$ cat config.mk
export PLATFORM = sky130hd
export DESIGN_NAME = wb_host_regs
export DESIGN_NICKNAME = d
export VERILOG_FILES = /design/src/logic/skenc_pkg.sv /design/src/logic/wb_host_regs.sv
export SDC_FILE = /design/constraint.sdc
export NUM_CORES = 1
export LEC_CHECK = 0
export ABC_CLOCK_PERIOD_IN_PS = 1600
export BUFFER_PORTS_ARGS = -buffer_cell sky130_fd_sc_hd__buf_2
export CORE_AREA = 2 2 83 85
export CTS_BUF_LIST = sky130_fd_sc_hd__clkbuf_16
export CTS_CLUSTER_DIAMETER = 80
export CTS_CLUSTER_SIZE = 25
export DETAILED_ROUTE_END_ITERATION = 10
export DIE_AREA = 0 0 85 87
export GPL_TIMING_DRIVEN = 1
export PLACE_DENSITY_LB_ADDON = 0.1
export RECOVER_POWER = 100
export SLEW_MARGIN = 25
export SYNTH_ARGS = -nofsm -noshare
export SYNTH_HDL_FRONTEND = slang
export SYNTH_SLANG_ARGS = --single-unit
$ cat constraint.sdc
create_clock -name clk -period 1.6 [get_ports clk]
set_clock_uncertainty 0.15 [all_clocks]
set_input_delay 0.16 -clock clk [delete_from_list [all_inputs] [get_ports clk]]
set_output_delay 0.16 -clock clk [all_outputs]
set_load 0.005 [all_outputs]
$ cat src/logic/skenc_pkg.sv
// Shared constants, register map and types for the ML-DSA s1/s2 encoder.
// Only eta = 2 is supported. Memory sizing functions reserve two run areas
// so that a second vector can be staged behind the first.
`default_nettype none

package skenc_pkg;

    // ========================================================================
    // Arithmetic and datapath widths
    // ========================================================================
    localparam logic [22:0] MLDSA_Q  = 23'd8380417;
    localparam int          COEFF_W  = 24;
    localparam int          LANES    = 8;
    localparam int          CODE_W   = 3;
    localparam int          STRING_W = LANES * CODE_W;
    localparam int          WB_DW    = 32;
    localparam int          WB_AW    = 16;

    // Register byte offsets. CTRL bit 0 is start, bit 1 is zeroize.
    localparam logic [WB_AW-1:0] REG_CTRL      = 16'h0000;
    localparam logic [WB_AW-1:0] REG_STATUS    = 16'h0004;
    localparam logic [WB_AW-1:0] REG_SRC_ROW   = 16'h0008;
    localparam logic [WB_AW-1:0] REG_DEST_ADDR = 16'h000C;

    // Memory windows, one 32-bit slot per coefficient or key word.
    localparam logic [WB_AW-1:0] COEFF_WIN = 16'h1000;
    localparam logic [WB_AW-1:0] KEY_WIN   = 16'h2000;

    typedef enum logic [1:0] {
        IDLE,
        RUN,
        DRAIN
    } fetch_state_e;

    typedef enum logic [1:0] {
        REGION_REG,
        REGION_COEFF,
        REGION_KEY,
        REGION_NONE
    } wb_region_e;

    // Rows of eight coefficients in one run of s1 and s2.
    function automatic int run_rows(input int k, input int l, input int n);
        return (k + l) * n / LANES;
    endfunction

    // Packed 32-bit key words produced by one run.
    function automatic int run_words(input int k, input int l, input int n);
        return CODE_W * (k + l) * n / WB_DW;
    endfunction

    function automatic int row_aw(input int k, input int l, input int n);
        return $clog2(2 * run_rows(k, l, n));
    endfunction

    function automatic int key_aw(input int k, input int l, input int n);
        return $clog2(2 * run_words(k, l, n));
    endfunction

endpackage

`default_nettype wire

$ cat src/logic/wb_host_regs.sv
// Wishbone classic slave with control/status registers and memory windows.
// Each window reaches 1024 entries, so the default K/L/N sizing is only
// partly visible to the host. Coefficient writes while busy are dropped.
`timescale 1ns/1ps
`default_nettype none

module wb_host_regs
    import skenc_pkg::*;
#(
    parameter int MLDSA_K = 8,
    parameter int MLDSA_L = 7,
    parameter int MLDSA_N = 256,
    localparam int ROW_AW = row_aw(MLDSA_K, MLDSA_L, MLDSA_N),
    localparam int KEY_AW = key_aw(MLDSA_K, MLDSA_L, MLDSA_N),
    localparam int CW     = ROW_AW + $clog2(LANES)
) (
    input  wire                clk,
    input  wire                reset_n,
    input  wire                wb_cyc,
    input  wire                wb_stb,
    input  wire                wb_we,
    input  wire [WB_AW-1:0]    wb_adr,
    input  wire [WB_DW-1:0]    wb_dat_w,
    input  wire [WB_DW/8-1:0]  wb_sel,
    output logic [WB_DW-1:0]   wb_dat_r,
    output logic               wb_ack,
    output logic               start,
    output logic               zeroize,
    output logic [ROW_AW-1:0]  src_row,
    output logic [KEY_AW-1:0]  dest_addr,
    input  wire                run_done,
    input  wire                err_pulse,
    output logic               irq,
    output logic               coeff_wr_en,
    output logic [CW-1:0]      coeff_wr_addr,
    output logic [COEFF_W-1:0] coeff_wr_data,
    output logic [KEY_AW-1:0]  key_rd_addr,
    input  wire [WB_DW-1:0]    key_rd_data
);

    wb_region_e       region;
    logic             req;
    logic             wr_req;
    logic             busy;
    logic             done;
    logic             error;
    logic [WB_DW-1:0] reg_rdata;

    // Byte-lane merge for the address registers.
    function automatic logic [WB_DW-1:0] merge_bytes(input logic [WB_DW-1:0] old_v,
                                                     input logic [WB_DW-1:0] new_v,
                                                     input logic [WB_DW/8-1:0] sel);
        logic [WB_DW-1:0] result;
        result = old_v;
        for (int b = 0; b < WB_DW / 8; b++) begin
            if (sel[b]) begin
                result[8*b +: 8] = new_v[8*b +: 8];
            end
        end
        return result;
    endfunction

    always_comb begin
        if (wb_adr[WB_AW-1:4] == '0) begin
            region = REGION_REG;
        end else if (wb_adr[WB_AW-1:12] == COEFF_WIN[WB_AW-1:12]) begin
            region = REGION_COEFF;
        end else if (wb_adr[WB_AW-1:12] == KEY_WIN[WB_AW-1:12]) begin
            region = REGION_KEY;
        end else begin
            region = REGION_NONE;
        end
    end

    // A request is taken once, in the cycle before its acknowledge.
    assign req    = wb_cyc && wb_stb && !wb_ack;
    assign wr_req = req && wb_we;

    // Window offsets are word indices. Lane is the low three bits.
    assign coeff_wr_en   = wr_req && (region == REGION_COEFF) && (|wb_sel) && !busy;
    assign coeff_wr_addr = CW'(wb_adr[11:2]);
    assign coeff_wr_data = wb_dat_w[COEFF_W-1:0];
    assign key_rd_addr   = KEY_AW'(wb_adr[11:2]);

    always_ff @(posedge clk) begin
        if (!reset_n) begin
            wb_ack    <= 1'b0;
            start     <= 1'b0;
            zeroize   <= 1'b0;
            irq       <= 1'b0;
            src_row   <= '0;
            dest_addr <= '0;
            busy      <= 1'b0;
            done      <= 1'b0;
            error     <= 1'b0;
        end else begin
            wb_ack  <= req;
            start   <= 1'b0;
            zeroize <= 1'b0;
            irq     <= 1'b0;
            if (wr_req && region == REGION_REG) begin
                // Zeroize wins over a start written in the same access.
                if (wb_adr == REG_CTRL && wb_sel[0]) begin
                    zeroize <= wb_dat_w[1];
                    start   <= wb_dat_w[0] && !wb_dat_w[1] && !busy;
                end
                if (wb_adr == REG_SRC_ROW) begin
                    src_row <= ROW_AW'(merge_bytes(WB_DW'(src_row), wb_dat_w, wb_sel));
                end
                if (wb_adr == REG_DEST_ADDR) begin
                    dest_addr <= KEY_AW'(merge_bytes(WB_DW'(dest_addr), wb_dat_w, wb_sel));
                end
            end

            // Late error pulses from rows still in flight are ignored once idle.
            if (zeroize) begin
                busy  <= 1'b0;
                done  <= 1'b0;
                error <= 1'b0;
            end else if (busy && (run_done || err_pulse)) begin
                busy  <= 1'b0;
                done  <= run_done && !err_pulse;
                error <= err_pulse;
                irq   <= 1'b1;
            end else if (start) begin
                busy  <= 1'b1;
                done  <= 1'b0;
                error <= 1'b0;
            end
        end
    end

    always_comb begin
        case (wb_adr)
            REG_STATUS:    reg_rdata = WB_DW'({error, done, busy});
            REG_SRC_ROW:   reg_rdata = WB_DW'(src_row);
            REG_DEST_ADDR: reg_rdata = WB_DW'(dest_addr);
            default:       reg_rdata = '0;
        endcase
        case (region)
            REGION_REG: wb_dat_r = reg_rdata;
            REGION_KEY: wb_dat_r = key_rd_data;
            default:    wb_dat_r = '0;
        endcase
    end

endmodule

`default_nettype wire

* Word-level counts from Yosys, hierarchy flattened
Cells that the tools add are included.
Storage, ports and cells: output and inout port bits 104, logic and storage cells 57, register bits 27, input bits 91
Cells by class: bitwise gates (word level) 1, multiplexer cells 9, reductions and logical operators 29, equal/unequal tests 7
Operators with widths (count):
- $pmux W32 S2 | 1
- $eq A16 B4 Y1 const B | 2
- $pmux W10 S3 | 1
- $eq A16 B3 Y1 const B | 1
- $logic_not A16 Y1 | 1
- $reduce_and A3 Y1 | 5
- $logic_and A1 B1 Y1 | 12
- $logic_not A12 Y1 | 1
- $mux W1 | 5
- $eq A4 B1 Y1 const B | 1
- $eq A4 B2 Y1 const B | 1
- $logic_not A1 Y1 | 4
- $mux W2 | 2
- $reduce_or A4 Y1 | 1
- $reduce_or A3 Y1 | 1
- $eq A2 B1 Y1 const B | 1
- $eq A2 B2 Y1 const B | 1
- $logic_not A2 Y1 | 1
- $reduce_bool A2 Y1 | 1
- $reduce_or A2 Y1 | 1
- $logic_or A1 B1 Y1 | 1
- $not A1 Y1 | 1

* Logic depth before layout (Yosys ltp)
Gate-level depths: netlist of run 1.
depth in word-level cells 8, depth in mapped cells 6, depth with buffers taken out 4

* Least setup slack after synthesis of run 1
Ideal clock, no wire load.
kind reg2reg, start point reg wb_ack, end point reg start, slack 127 ps, arrival time 1227 ps, clock period less this slack 1473 ps, data required time 1354 ps, library setup time 96 ps, path buffers 0, stages on the path, launching flop included 5, cells stage by stage dfxtp_1 nand4b_1 nor3b_2 nand4bb_1 nor4b_1
On the way: longest elaborated chain between the ends 5
Ends and longest elaborated chain:
- start, declared | RTL line wb_host_regs.sv:26 | output logic wb_ack,
- start signal, assigned | RTL line wb_host_regs.sv:97 | wb_ack <= req;
- $logic_not A1 Y1 | RTL line wb_host_regs.sv:76 | assign req = wb_cyc && wb_stb && !wb_ack;
- $logic_and A1 B1 Y1 | RTL line wb_host_regs.sv:76
- $logic_and A1 B1 Y1 | RTL line wb_host_regs.sv:77 | assign wr_req = req && wb_we;
- $logic_and A1 B1 Y1 | RTL line wb_host_regs.sv:101 | if (wr_req && region == REGION_REG) begin
- $reduce_and A3 Y1 (no line)
- end signal, assigned | RTL line wb_host_regs.sv:105 | start <= wb_dat_w[0] && !wb_dat_w[1] && !busy;
- end, declared | RTL line wb_host_regs.sv:27 | output logic start,
No other way between the ends. A chain may end at the register's enable or synchronous reset.

* Worst setup path in the final report of run 1
start point reg wb_ack, end point out coeff_wr_en
On the way: longest elaborated chain between the ends 6
Ends and longest elaborated chain:
- $logic_not A1 Y1 | RTL line wb_host_regs.sv:76
- $logic_and A1 B1 Y1 | RTL line wb_host_regs.sv:76
- $logic_and A1 B1 Y1 | RTL line wb_host_regs.sv:77
- $logic_and A1 B1 Y1 (3 in a row) | RTL line wb_host_regs.sv:80 | assign coeff_wr_en = wr_req && (region == REGION_COEFF) && (|wb_sel) && !busy;
- end, declared | RTL line wb_host_regs.sv:34 | output logic coeff_wr_en,
No other way between the ends.

==> results, run 1 <==
- 0 antenna diodes ended up in the layout.
- Input and output buffers added on the ports amount to 155.
- The clock passes through at most 2 buffers.
- The power share of the clock group is 0.375.
- Compared with the post-synthesis result, the final layout area differs by 45.2%.
- Synthesis handed over a netlist of 231 instances.
- At the worst endpoint, the required time is around 1300 ps.
- Measured along the y axis, the die boundary spans between 80 and 90 µm.
- The proportion of synthesized area in mux cells is 0.167.
- In this run the static leakage power is 0.00140 µW.
- The detailed-route DRC error count is 0.
- The number of primary I/O pins is 195.
- The standard cell with the maximum stage delay on the critical path is sky130_fd_sc_hd__dfxtp_1.
- Internal power comes to 1150 µW.
- The flow ran to the end, but the final reports show violations.
- The die outline width is 85 µm.
- The maximum achievable frequency is about 600 MHz.
- The maximum resistive drop on vdd is 402 µV.
- The distinct cell type count after synthesis is 32.
- The type of the most critical hold path is in -> reg.
- Entering global routing, the biggest net connects 32 pins.
- The share of power burned in registers is 0.447.
- The number of global-route vias before repair is 1753.
- In the final routed layout, each cell accounts on average for around 13 µm.
- In this run the worst path has a maximum fanout of 3.
- Counting flops and latches in the post-synthesis netlist gives 27.
- The total length of routed wires is 5760 µm.
- For this block, the via count after detailed routing is 1936.
- Subtracting the final worst setup slack from the clock period gives 1660 ps.
- The final layout net count is approximately 450.
- The delay of the slowest critical-path stage is 310 ps.
- The region available for standard cell placement spans 6570 µm².
- The worst setup path is captured at an output pin.
- Once routing completed, OpenROAD measured the worst setup slack at -62.0 ps.
- Of the total synthesized cell area, the portion taken by full adders, half adders and majority gates is 0.
- The number of nets with antenna violations after routing is 0.
- By area, the combinational part of the netlist is dominated by simple AND/OR/NAND/NOR gates.
- The initial antenna violation count was 0.
- The per-instance average area after synthesis is 8.15 µm².
- The number of failing hold endpoints at the final stage is 0.
- The overflow left after global routing is 0.
- The number of H-tree levels is 1.
- The post-route clock period utilization is 1.04.
- Setup violations remaining at the end of the flow were counted as 1.
- The site row count is 30.
- Of the total power, the share spent switching nets is 0.236.
- At the end of routability-driven placement, the weighted congestion stood at 0.701.
- The final-layout fill cell count is between 700 and 800.
- Clock-pin slew was measured on the worst setup and hold paths at 70 ps.
- The number of placed cells counting well taps is 431.
- The first routing iteration left 59 violations.
- For this run, the register share of the synthesized area comes to 0.287.
- The compound-cell area share of the yosys netlist was 0.0478.
- The category of the most critical setup path is reg -> out.
- STA classifies the critical path startpoint as a flip-flop.
- Clock tree synthesis found a total of 27 sinks.
- The power per unit of standard cell area is 550 nW/µm².
- The fraction of layout cells with a size suffix above 1 is 0.470.
- The number of synthesis warnings is 0.
- For this configuration, the core starts out at a cell density of 0.287.
- For this design the total switching power over the nets is 356 µW.
- The later pin in the worst-skew pair is clocked with a latency of 250 ps.
- The tree is rooted in a sky130_fd_sc_hd__clkbuf_16.
- At the end of the flow the core is filled with cells to 0.416.
- The share of the synthesized netlist area taken by xor and xnor gates is 0.
- Setup repair after global routing could not meet its margin everywhere.
- Of the total power, combinational logic draws 0.178.
- The wire length of the first global-routing pass is 8490 µm.
- The netlist area before placement is around 1900 µm².
- The checks that failed: negative setup slack.
- The detailed-placement wirelength estimate is 4580 µm.
- Using the TritonRoute via totals, the vias-per-cell ratio works out to 4.38.
- The first detailed-routing pass ran for 2 iterations.
- The die area is 7400 µm².
- Buffers inserted during clock tree synthesis total 3.
- The clock tree from TritonCTS is yes.
- Max-cap violations in this run came to 0.
- The global-route total usage across every layer is 0.141.
- Walking the worst path, the cells encountered are nand4b_1 > buf_4 > nor2_1 > and4b_1 > buf_2.
- The number of max-slew violations in the final report is 0.
- The simple logic cell fraction of the synthesized area is 0.275.
- The finished layout holds 442 standard cells, fillers aside.
- Data on the critical path arrives at its endpoint at 1350 ps.
-- cell usage in the layout (no fill, tap or decap), types with 3 or more instances in the layout --
cell type / count
sky130_fd_sc_hd__buf_4: 12
sky130_fd_sc_hd__mux2i_1: 28
sky130_fd_sc_hd__dfxtp_1: 27
sky130_fd_sc_hd__and2_1: 20
sky130_fd_sc_hd__buf_2: 114
sky130_fd_sc_hd__buf_6: 3
sky130_fd_sc_hd__clkbuf_16: 3
sky130_fd_sc_hd__conb_1: 3
sky130_fd_sc_hd__o21ai_1: 6
sky130_fd_sc_hd__o21ai_2: 4
sky130_fd_sc_hd__nand2_2: 3
sky130_fd_sc_hd__nand2_1: 40
sky130_fd_sc_hd__nor2_1: 7
sky130_fd_sc_hd__mux2_2: 3
sky130_fd_sc_hd__clkbuf_2: 7
sky130_fd_sc_hd__clkbuf_4: 4
sky130_fd_sc_hd__clkbuf_1: 39
-- worst max-delay path, delay by kind of cell (launching register included) --
family | cells | cell delay (ps)
flip-flops | 1 | 310
buffers and inverters | 2 | 310
AND/OR/NAND/NOR | 3 | 490
-- final timing paths --
path | end | slack (ps) | from | cells past startpoint
worst min register to register | src_row[5] | 330 | src_row[5] | 2
worst min-delay path | src_row[5] | 10 | wb_dat_w[5] | 3
worst max register to register | start | 10 | wb_ack | 4
worst max-delay path | coeff_wr_en | -60 | wb_ack | 5
-- logic make-up after synthesis --
| family | count (synthesis) |
|---|---|
| DFF | 27 |
| other | 1 |
| muxes | 31 |
| AOI/OAI and AO/OA | 15 |
| and+or+nand+nor | 97 |
| buffers and inverters | 60 |
-- power by group through the flow --
stage | registers, µW | clock network [µW] | logic, µW
floorplan | 689 | 0 | 158
global placement | 689 | 0 | 253
detailed placement | 689 | 0 | 255
CTS | 673 | 589 | 273
global route | 673 | 617 | 296
finish | 673 | 564 | 268
-- cells in the mapped netlist --
cell | instances | area [µm²]
sky130_fd_sc_hd__nor2_1 | 7 | 26.3
sky130_fd_sc_hd__nand4b_1 | 1 | 8.76
sky130_fd_sc_hd__buf_4 | 48 | 360
sky130_fd_sc_hd__o21ai_0 | 10 | 50.1
sky130_fd_sc_hd__and2_0 | 1 | 6.26
sky130_fd_sc_hd__dfxtp_1 | 27 | 541
sky130_fd_sc_hd__and4b_1 | 2 | 20.0
sky130_fd_sc_hd__inv_1 | 2 | 7.51
sky130_fd_sc_hd__and2_1 | 22 | 138
sky130_fd_sc_hd__buf_2 | 3 | 15.0
sky130_fd_sc_hd__mux2_2 | 3 | 33.8
sky130_fd_sc_hd__buf_6 | 1 | 11.3
sky130_fd_sc_hd__nand4bb_1 | 1 | 11.3
sky130_fd_sc_hd__nor2b_1 | 1 | 6.26
sky130_fd_sc_hd__nor4_2 | 1 | 12.5
sky130_fd_sc_hd__nand3_4 | 1 | 17.5
sky130_fd_sc_hd__nor3b_2 | 1 | 12.5
sky130_fd_sc_hd__nand2_1 | 45 | 169
sky130_fd_sc_hd__nand2b_1 | 1 | 6.26
sky130_fd_sc_hd__a22oi_1 | 3 | 22.5
sky130_fd_sc_hd__clkbuf_1 | 6 | 22.5
sky130_fd_sc_hd__nor3b_1 | 2 | 15.0
sky130_fd_sc_hd__mux2i_1 | 28 | 280
sky130_fd_sc_hd__nor4_1 | 2 | 12.5
sky130_fd_sc_hd__a32oi_1 | 1 | 8.76
sky130_fd_sc_hd__and3_1 | 2 | 12.5
sky130_fd_sc_hd__a221oi_1 | 1 | 8.76
sky130_fd_sc_hd__nand3_1 | 2 | 10.0
sky130_fd_sc_hd__nor4b_1 | 2 | 17.5
sky130_fd_sc_hd__conb_1 | 1 | 3.75
sky130_fd_sc_hd__nor3_1 | 2 | 10.0
sky130_fd_sc_hd__nand4_1 | 1 | 6.26
-- area by class of cell --
class | instances | area [µm²] | area share
inverters | 2 | 7.51 | 0.00274
clock inverters | 1 | 5.00 | 0.00183
repair buffers | 183 | 966 | 0.353
multi-input cells | 146 | 1040 | 0.381
clock buffers | 3 | 75.1 | 0.0274
flip-flops and latches | 27 | 541 | 0.198
well taps | 80 | 100 | 0.0366
-- state kept, by name, indices dropped and copies added, names as in the netlist --
signal	flops
busy	1
dest_addr	10
done	1
error	1
irq	1
src_row	10
start	1
wb_ack	1
zeroize	1
-- per-layer routing --
metal,track usage,part of all wire,wire length (µm),vias to the layer above
li1,-,-,-,980
met1,0.179,0.43,2460,893
met2,0.253,0.51,2960,59
met3,0.0199,0.050,290,4
met4,0.0289,0.0069,40,0
met5,0,0,0,-
-- metrics by stage --
step / total power (µW) / instance area [µm²] / hold slack [ps] / setup TNS [ps] / setup WS (ps)
after floorplan: 846 / 1890 / 86.7 / 0 / 127
after global placement: 942 / 2550 / 170 / -2430 / -136
after detailed placement: 944 / 2550 / 170 / -2780 / -187
after CTS: 1530 / 2720 / 25.0 / -121 / -108
after global routing: 1590 / 2740 / 42.0 / -1190 / -166
final: 1500 / 2740 / 9.88 / -62.0 / -62.0
-- repair_timing --
item                                    in CTS  in global routing
hold buffers                                 2                  0
endpoints found under the setup margin      34                 43
endpoints found under the hold margin        3                  0
setup buffers                                2                  1
cloned                                       1                  1
pin swaps                                    4                  9
resized for setup                           13                 31
Power figures use the tool's default switching activity.
==> run 2: changes to the inputs <==
Settings changed: CELL_PAD_IN_SITES_DETAIL_PLACEMENT set to 1, CELL_PAD_IN_SITES_GLOBAL_PLACEMENT set to 1, CORE_AREA 2 2 83 85 to 2 2 94 96, DIE_AREA 0 0 85 87 to 0 0 96 98, SKIP_LAST_GASP set to 1.
==> results, run 2 (synthesis results as in run 1) <==
- The flow ran to the end, but the final reports show violations.
- The checks that failed: negative setup slack.
- The initial antenna violation count came to 0.
- The total length of routed wires is 6490 µm.
- The worst setup path is of the reg -> out kind.
- The maximum resistive drop on vdd is roughly 340 µV.
- The nature of the critical path endpoint is an output pin.
- The layout has 1069 filler cells.
- The average via count per standard cell is 4.18.
- The tree built by TritonCTS fans out to 27 sinks.
- The library cell used most frequently in the layout, excluding fill and tap cells, is sky130_fd_sc_hd__buf_2.
- In the post-route analysis, the smallest setup slack over all paths is -33.4 ps.
- The number of failing hold endpoints at the final stage was 0.
- STA classifies the critical path startpoint as a flip-flop.
- For this run, the post-layout net count is 459.
- For this block, the initial DRC count from the detailed router was 24.
- CTS built an H-tree with a depth of 1.
- The power per unit of standard cell area is 543 nW/µm².
- The largest net degree at the start of global routing is 32.
- The clock tree from TritonCTS is yes.
- 0 antenna diodes ended up in the layout.
- The global routing stage identified its most utilized layer as met2.
- The number of nets with antenna violations after routing is 0.
- The number of placed cells counting well taps is roughly 460.
- The worst hold path begins at wb_dat_w[5].
- The worst-path maximum fanout is 2.
- The global-route total usage across every layer is 0.129.
- The worst register-to-register path begins at wb_ack.
- The detailed-placement wirelength estimate is 5340 µm.
- In this run the static leakage power is roughly 0.0015 µW.
- Routability-driven placement finished with a final weighted congestion of 0.668.
- In the final layout, the registers with the most flip-flops are dest_addr (10), src_row (10).
- The floorplan has 34 rows.
- For this run, global-route usage on met2 was measured as 0.225.
- The finished layout holds 475 standard cells, fillers aside.
- Max-cap violations in this run came to 0.
- The number of buffers added by the clock tree synthesis step is 3.
- Clock tree synthesis selected as its root buffer the cell sky130_fd_sc_hd__clkbuf_16.
- Dividing the final minimum period by the clock period gives 1.02.
- The number of primary I/O pins is 195.
- Setup violations remaining at the end of the flow were counted as 1.
- The total iterations of the first detailed-routing run is 3.
- Compared with the post-synthesis result, the final layout area differs by 50.6%.
- In this run the tool buffered the top-level ports with 155 buffer cells.
- The first global-routing pass estimated slightly below 10000 µm of wire.
- In the final routed layout, each cell accounts on average for 13.7 µm.
- STA puts the critical path data arrival time at between 1000 and 1500 ps.
- The met1 layer usage reported by global route is 0.168.
- The number of max-slew violations in the final report is 0.
- The number of global-route vias before repair is 1889.
- The die is ~96 µm wide.
- The completed layout was analyzed and its total power is 1540 µW.
- The clock-pin slew on the worst setup and hold paths is 70 ps.
- The overflow left after global routing is 0.
- The met3 demand-to-capacity share in global routing is 0.0139.
- The die area is 9410 µm².
- The starting utilization of the core area is 0.222.
- The via count is around 2000.
- Measured along the y axis, the die boundary spans 98 µm.
- After detailed routing, the number of remaining DRC violations is 0.
- The fraction of layout cells with a size suffix above 1 is 0.529.
- The library cells used most frequently in the layout, excluding fill and tap cells, are 137 x sky130_fd_sc_hd__buf_2, 44 x sky130_fd_sc_hd__nand2_1, 28 x sky130_fd_sc_hd__mux2i_1, 23 x sky130_fd_sc_hd__and2_1, 23 x sky130_fd_sc_hd__dfxtp_1.
- The final critical-path required period is 1630 ps.
- The core footprint is 8470 µm².
- The critical path starts at wb_ack.
- The type of the most critical hold path is in -> reg.
- At the later pin of the worst-skew pair, clock insertion delay measures 260 ps.
- Setup repair after global routing could not meet its margin everywhere.
- The number of buffers on the longest clock path is 2.
- The maximum achievable frequency is around 610 MHz.
- The required time at the worst-slack endpoint is 1290 ps.
## run 2: changes by cell type in the layout (fill, tap and decap cells not counted), sizes merged
cell,change
clkbuf,-27
buf,+32
clkinvlp,+1
clkinv,-1
## run 2: timing repair
action                                  in CTS  in global routing
pin swaps                                    4                 10
hold endpoints to repair                     3                  0
endpoints found under the setup margin      39                 42
hold buffers                                 2                  0
gates resized for setup                     12                 25
buffers inserted                             4                  3
gates cloned                                 1                  0
## run 2: per-layer routing
layer	vias to the layer above	wire (µm)
met2	63	3340
li1	988	-
met4	0	55
met3	6	322
met1	930	2770
met5	-	0
## run 2: path summary, 6_finish.rpt
| check | to | slack [ps] | cells past startpoint |
|---|---|---|---|
| setup / recovery | coeff_wr_en | -30 | 5 |
| hold / removal | src_row[5] | 8 | 3 |
| setup reg to reg | dest_addr[0] | 10 | 7 |
| hold reg to reg | src_row[3] | 330 | 2 |
## run 2: final cells by class
| class | instances | area [µm²] | area share |
|---|---|---|---|
| clock buffer | 3 | 75.1 | 0.0265 |
| clock inverter | 1 | 7.51 | 0.00265 |
| tap | 108 | 135 | 0.0476 |
| timing repair buffer | 188 | 1050 | 0.369 |
| inverter | 2 | 7.51 | 0.00265 |
| sequential | 27 | 546 | 0.192 |
| multi-input combinational | 146 | 1020 | 0.360 |
## run 2: power by group
group,internal [µW],switching [µW],leakage (µW)
registers,672,0.354,0.000219
logic,151,131,0.00123
clock network,340,245,0.0000371
## run 2: worst max-delay path, cell delays in order (launching register included)
cell and delay (ps):
sky130_fd_sc_hd__dfxtp_2 310, sky130_fd_sc_hd__nand4b_1 200, sky130_fd_sc_hd__buf_4 170, sky130_fd_sc_hd__nor2_1 70
sky130_fd_sc_hd__and4b_1 190, sky130_fd_sc_hd__buf_2 130
## run 2: metrics by stage
step	setup TNS (ps)	setup WS [ps]	hold slack, ps	utilization	instance area, µm²
3_3_place_gp	-3960	-178	170	0.307	2600
2_1_floorplan	0	127	86.7	-	1890
3_5_place_dp	-4220	-245	170	0.307	2600
5_1_grt	-970	-92.8	25.6	0.335	2840
4_1_cts	-606	-66.6	21.3	0.328	2780
6_report	-33.4	-33.4	7.63	0.335	2840
==> run 3: changes to the inputs <==
Settings changed: CELL_PAD_IN_SITES_DETAIL_PLACEMENT 1 to unset, CELL_PAD_IN_SITES_GLOBAL_PLACEMENT 1 to unset, CORE_AREA 2 2 94 96 to 2 2 83 85, DIE_AREA 0 0 96 98 to 0 0 85 87.
==> results, run 3 (synthesis results as in run 1) <==
- The flow ran to the end, but the final reports show violations.
- The checks that failed: negative setup slack.
- The initial utilization of the core area, before any placement, comes to 0.287.
- The detailed-route DRC error count is 0.
- Summed over all cells, the static leakage comes to approximately 0.0014 µW.
- Setup repair after global routing could not meet its margin everywhere.
- The maximum resistive drop on vdd is 401 µV.
- The die outline width is 85 µm.
- The count of cells in the finished layout, fillers not included, comes to roughly 440.
- The mean routed wirelength per cell is 13.0 µm.
- The worst setup path is of the reg -> out kind.
- The worst setup path is launched from a flip-flop.
- The library cells used most frequently in the layout, excluding fill and tap cells, are 121 x sky130_fd_sc_hd__buf_2, 41 x sky130_fd_sc_hd__nand2_1, 36 x sky130_fd_sc_hd__clkbuf_1, 28 x sky130_fd_sc_hd__mux2i_1, 27 x sky130_fd_sc_hd__dfxtp_1.
- The delay of the slowest critical-path stage is 310 ps.
- The data arrival time at the worst-slack endpoint is 1360 ps.
- The number of failing hold endpoints at the final stage is 0.
- The maximum achievable frequency is 600 MHz.
- The floorplan has 30 rows.
- The overflow left after global routing is 0.
- After clock tree synthesis, the clock-pin slew on the worst setup and hold paths is around 70 ps.
- The largest registers in the layout are dest_addr (10), src_row (10).
- Counting tap cells, the placed design contains a total of about 430 instances.
- The die area is between 7000 and 8000 µm².
- In this run the deepest clock path goes through 2 buffers.
- The commonest non-fill, non-tap cell in the layout is sky130_fd_sc_hd__buf_2.
- For this run, the total global-route usage over all layers was measured as 0.140.
- The count of port buffers added during placement is 155.
- The total length of routed wires is 5750 µm.
- The core footprint is 6570 µm².
- For this design the ratio of total power to cell area is 549 nW/µm².
- The final critical-path required period is between 1500 and 2000 ps.
- Once detail routing completed, the nets flagged for antenna violations numbered 0.
- The signal on the critical path passes through nand4b_1 > buf_4 > nor2_1 > and4b_1 > buf_2.
- The post-place setup slack is -187 ps.
- The final layout contains 454 nets.
- The source-to-sink clock delay at the later pin of the worst-skew pair is 250 ps.
- Max-cap violations in this run came to 0.
- The clock tree from TritonCTS is yes.
- The first global-routing pass estimated 8450 µm of wire.
- CTS built an H-tree with a depth of 1.
- The clock net sink count is 27.
- The routed layout has a little under 2000 vias.
- The number of global-route vias before repair is 1749.
- Of the cells placed in the final design, the portion with a size suffix greater than 1 is 0.475.
- The post-layout worst setup margin is -65.9 ps.
- The total iterations of the first detailed-routing run is 4.
- Setup violations remaining at the end of the flow were counted as 1.
- The post-route cell area is 2730 µm².
- The type of the most critical hold path is in -> reg.
- The tree is rooted in a sky130_fd_sc_hd__clkbuf_16.
- The largest net degree at the start of global routing is 32.
- The HPWL after detailed placement is about 4600 µm.
- STA classifies the critical path endpoint as an output pin.
- Buffers inserted during clock tree synthesis total 3.
- The number of max-slew violations in the final report is 0.
- Along the worst path, the maximum fanout reaches 3.
- 195 I/O pins were placed.
- The area growth from synthesis to layout is 45.2%.
- The die is 87 µm tall.
- STA puts the critical path data required time at 1290 ps.
- Once placement finished, the instance area stood at 2550 µm².
- The antenna diode count is 0.
- The initial antenna violation count came to 0.
- After detailed routing, the number of vias per cell comes to about 4.4.
- The post-route clock period utilization is 1.04.
- Power comes to 1500 µW.
- At the end of routability-driven placement, the weighted congestion stood at 0.701.
- The first routing iteration left between 50 and 60 violations.
- The slowest stage of the critical path is the sky130_fd_sc_hd__dfxtp_1 cell.
-- run 3: cell count changes in the layout (fill, tap and decap cells not counted), moves of 3 or more --
| cell | delta |
|---|---|
| sky130_fd_sc_hd__and2_1 | -3 |
| sky130_fd_sc_hd__dfxtp_2 | -4 |
| sky130_fd_sc_hd__buf_4 | -8 |
| sky130_fd_sc_hd__nand2_1 | -3 |
| sky130_fd_sc_hd__o21ai_2 | +3 |
| sky130_fd_sc_hd__dfxtp_1 | +4 |
| sky130_fd_sc_hd__clkbuf_1 | +18 |
| sky130_fd_sc_hd__buf_2 | -16 |
-- run 3: per-layer routing --
metal	track usage	up-vias	part of all wire	wire, µm
met2	0.252	59	0.52	2970
met4	0.0289	0	0.0070	40
met1	0.178	881	0.43	2460
met5	0	-	0	0
li1	-	979	-	-
met3	0.0199	4	0.049	280
-- run 3: power by group --
| part | leakage (µW) | switching, µW | total (µW) | internal (µW) |
|---|---|---|---|---|
| sequential | 0.000217 | 0.415 | 673 | 673 |
| clock | 0.0000409 | 227 | 563 | 337 |
| combinational | 0.00115 | 126 | 266 | 140 |
| total | 0.00141 | 353 | 1500 | 1150 |
-- run 3: critical path: cells and delay by family (launching register included) --
kind,cells,cell delay (ps)
and+or+nand+nor,3,490
buffers and inverters,2,310
DFF,1,310
-- run 3: through the flow --
step	TNS, ps	hold WS, ps	utilization
2_1_floorplan	0	86.7	-
3_3_place_gp	-2430	170	0.388
3_5_place_dp	-2780	170	0.388
4_1_cts	-165	25.0	0.412
5_1_grt	-1580	42.0	0.416
6_report	-65.9	10.0	0.416
-- run 3: cell type report --
type | instances | area [µm²]
multi-input cells | 146 | 1030
clock inverters | 1 | 5.00
fillers | 707 | 3830
clock buffers | 3 | 75.1
well taps | 80 | 100
flip-flops and latches | 27 | 541
inverters | 2 | 7.51
repair buffers | 183 | 976
-- run 3: worst paths after layout --
path | startpoint | endpoint | slack, ps | depth (start not counted)
hold / removal | wb_dat_w[5] | src_row[5] | 10 | 3
setup reg to reg | wb_ack | start | 30 | 4
hold reg to reg | src_row[5] | src_row[5] | 330 | 2
setup / recovery | wb_ack | coeff_wr_en | -70 | 5
-- run 3: timing repair --
action | in CTS | in global routing
endpoints found under the setup margin | 34 | 43
setup buffers | 2 | 1
cloned | 1 | 1
pin swaps | 4 | 8
resized for setup | 11 | 30
endpoints found under the hold margin | 3 | 0
hold buffers | 2 | 0
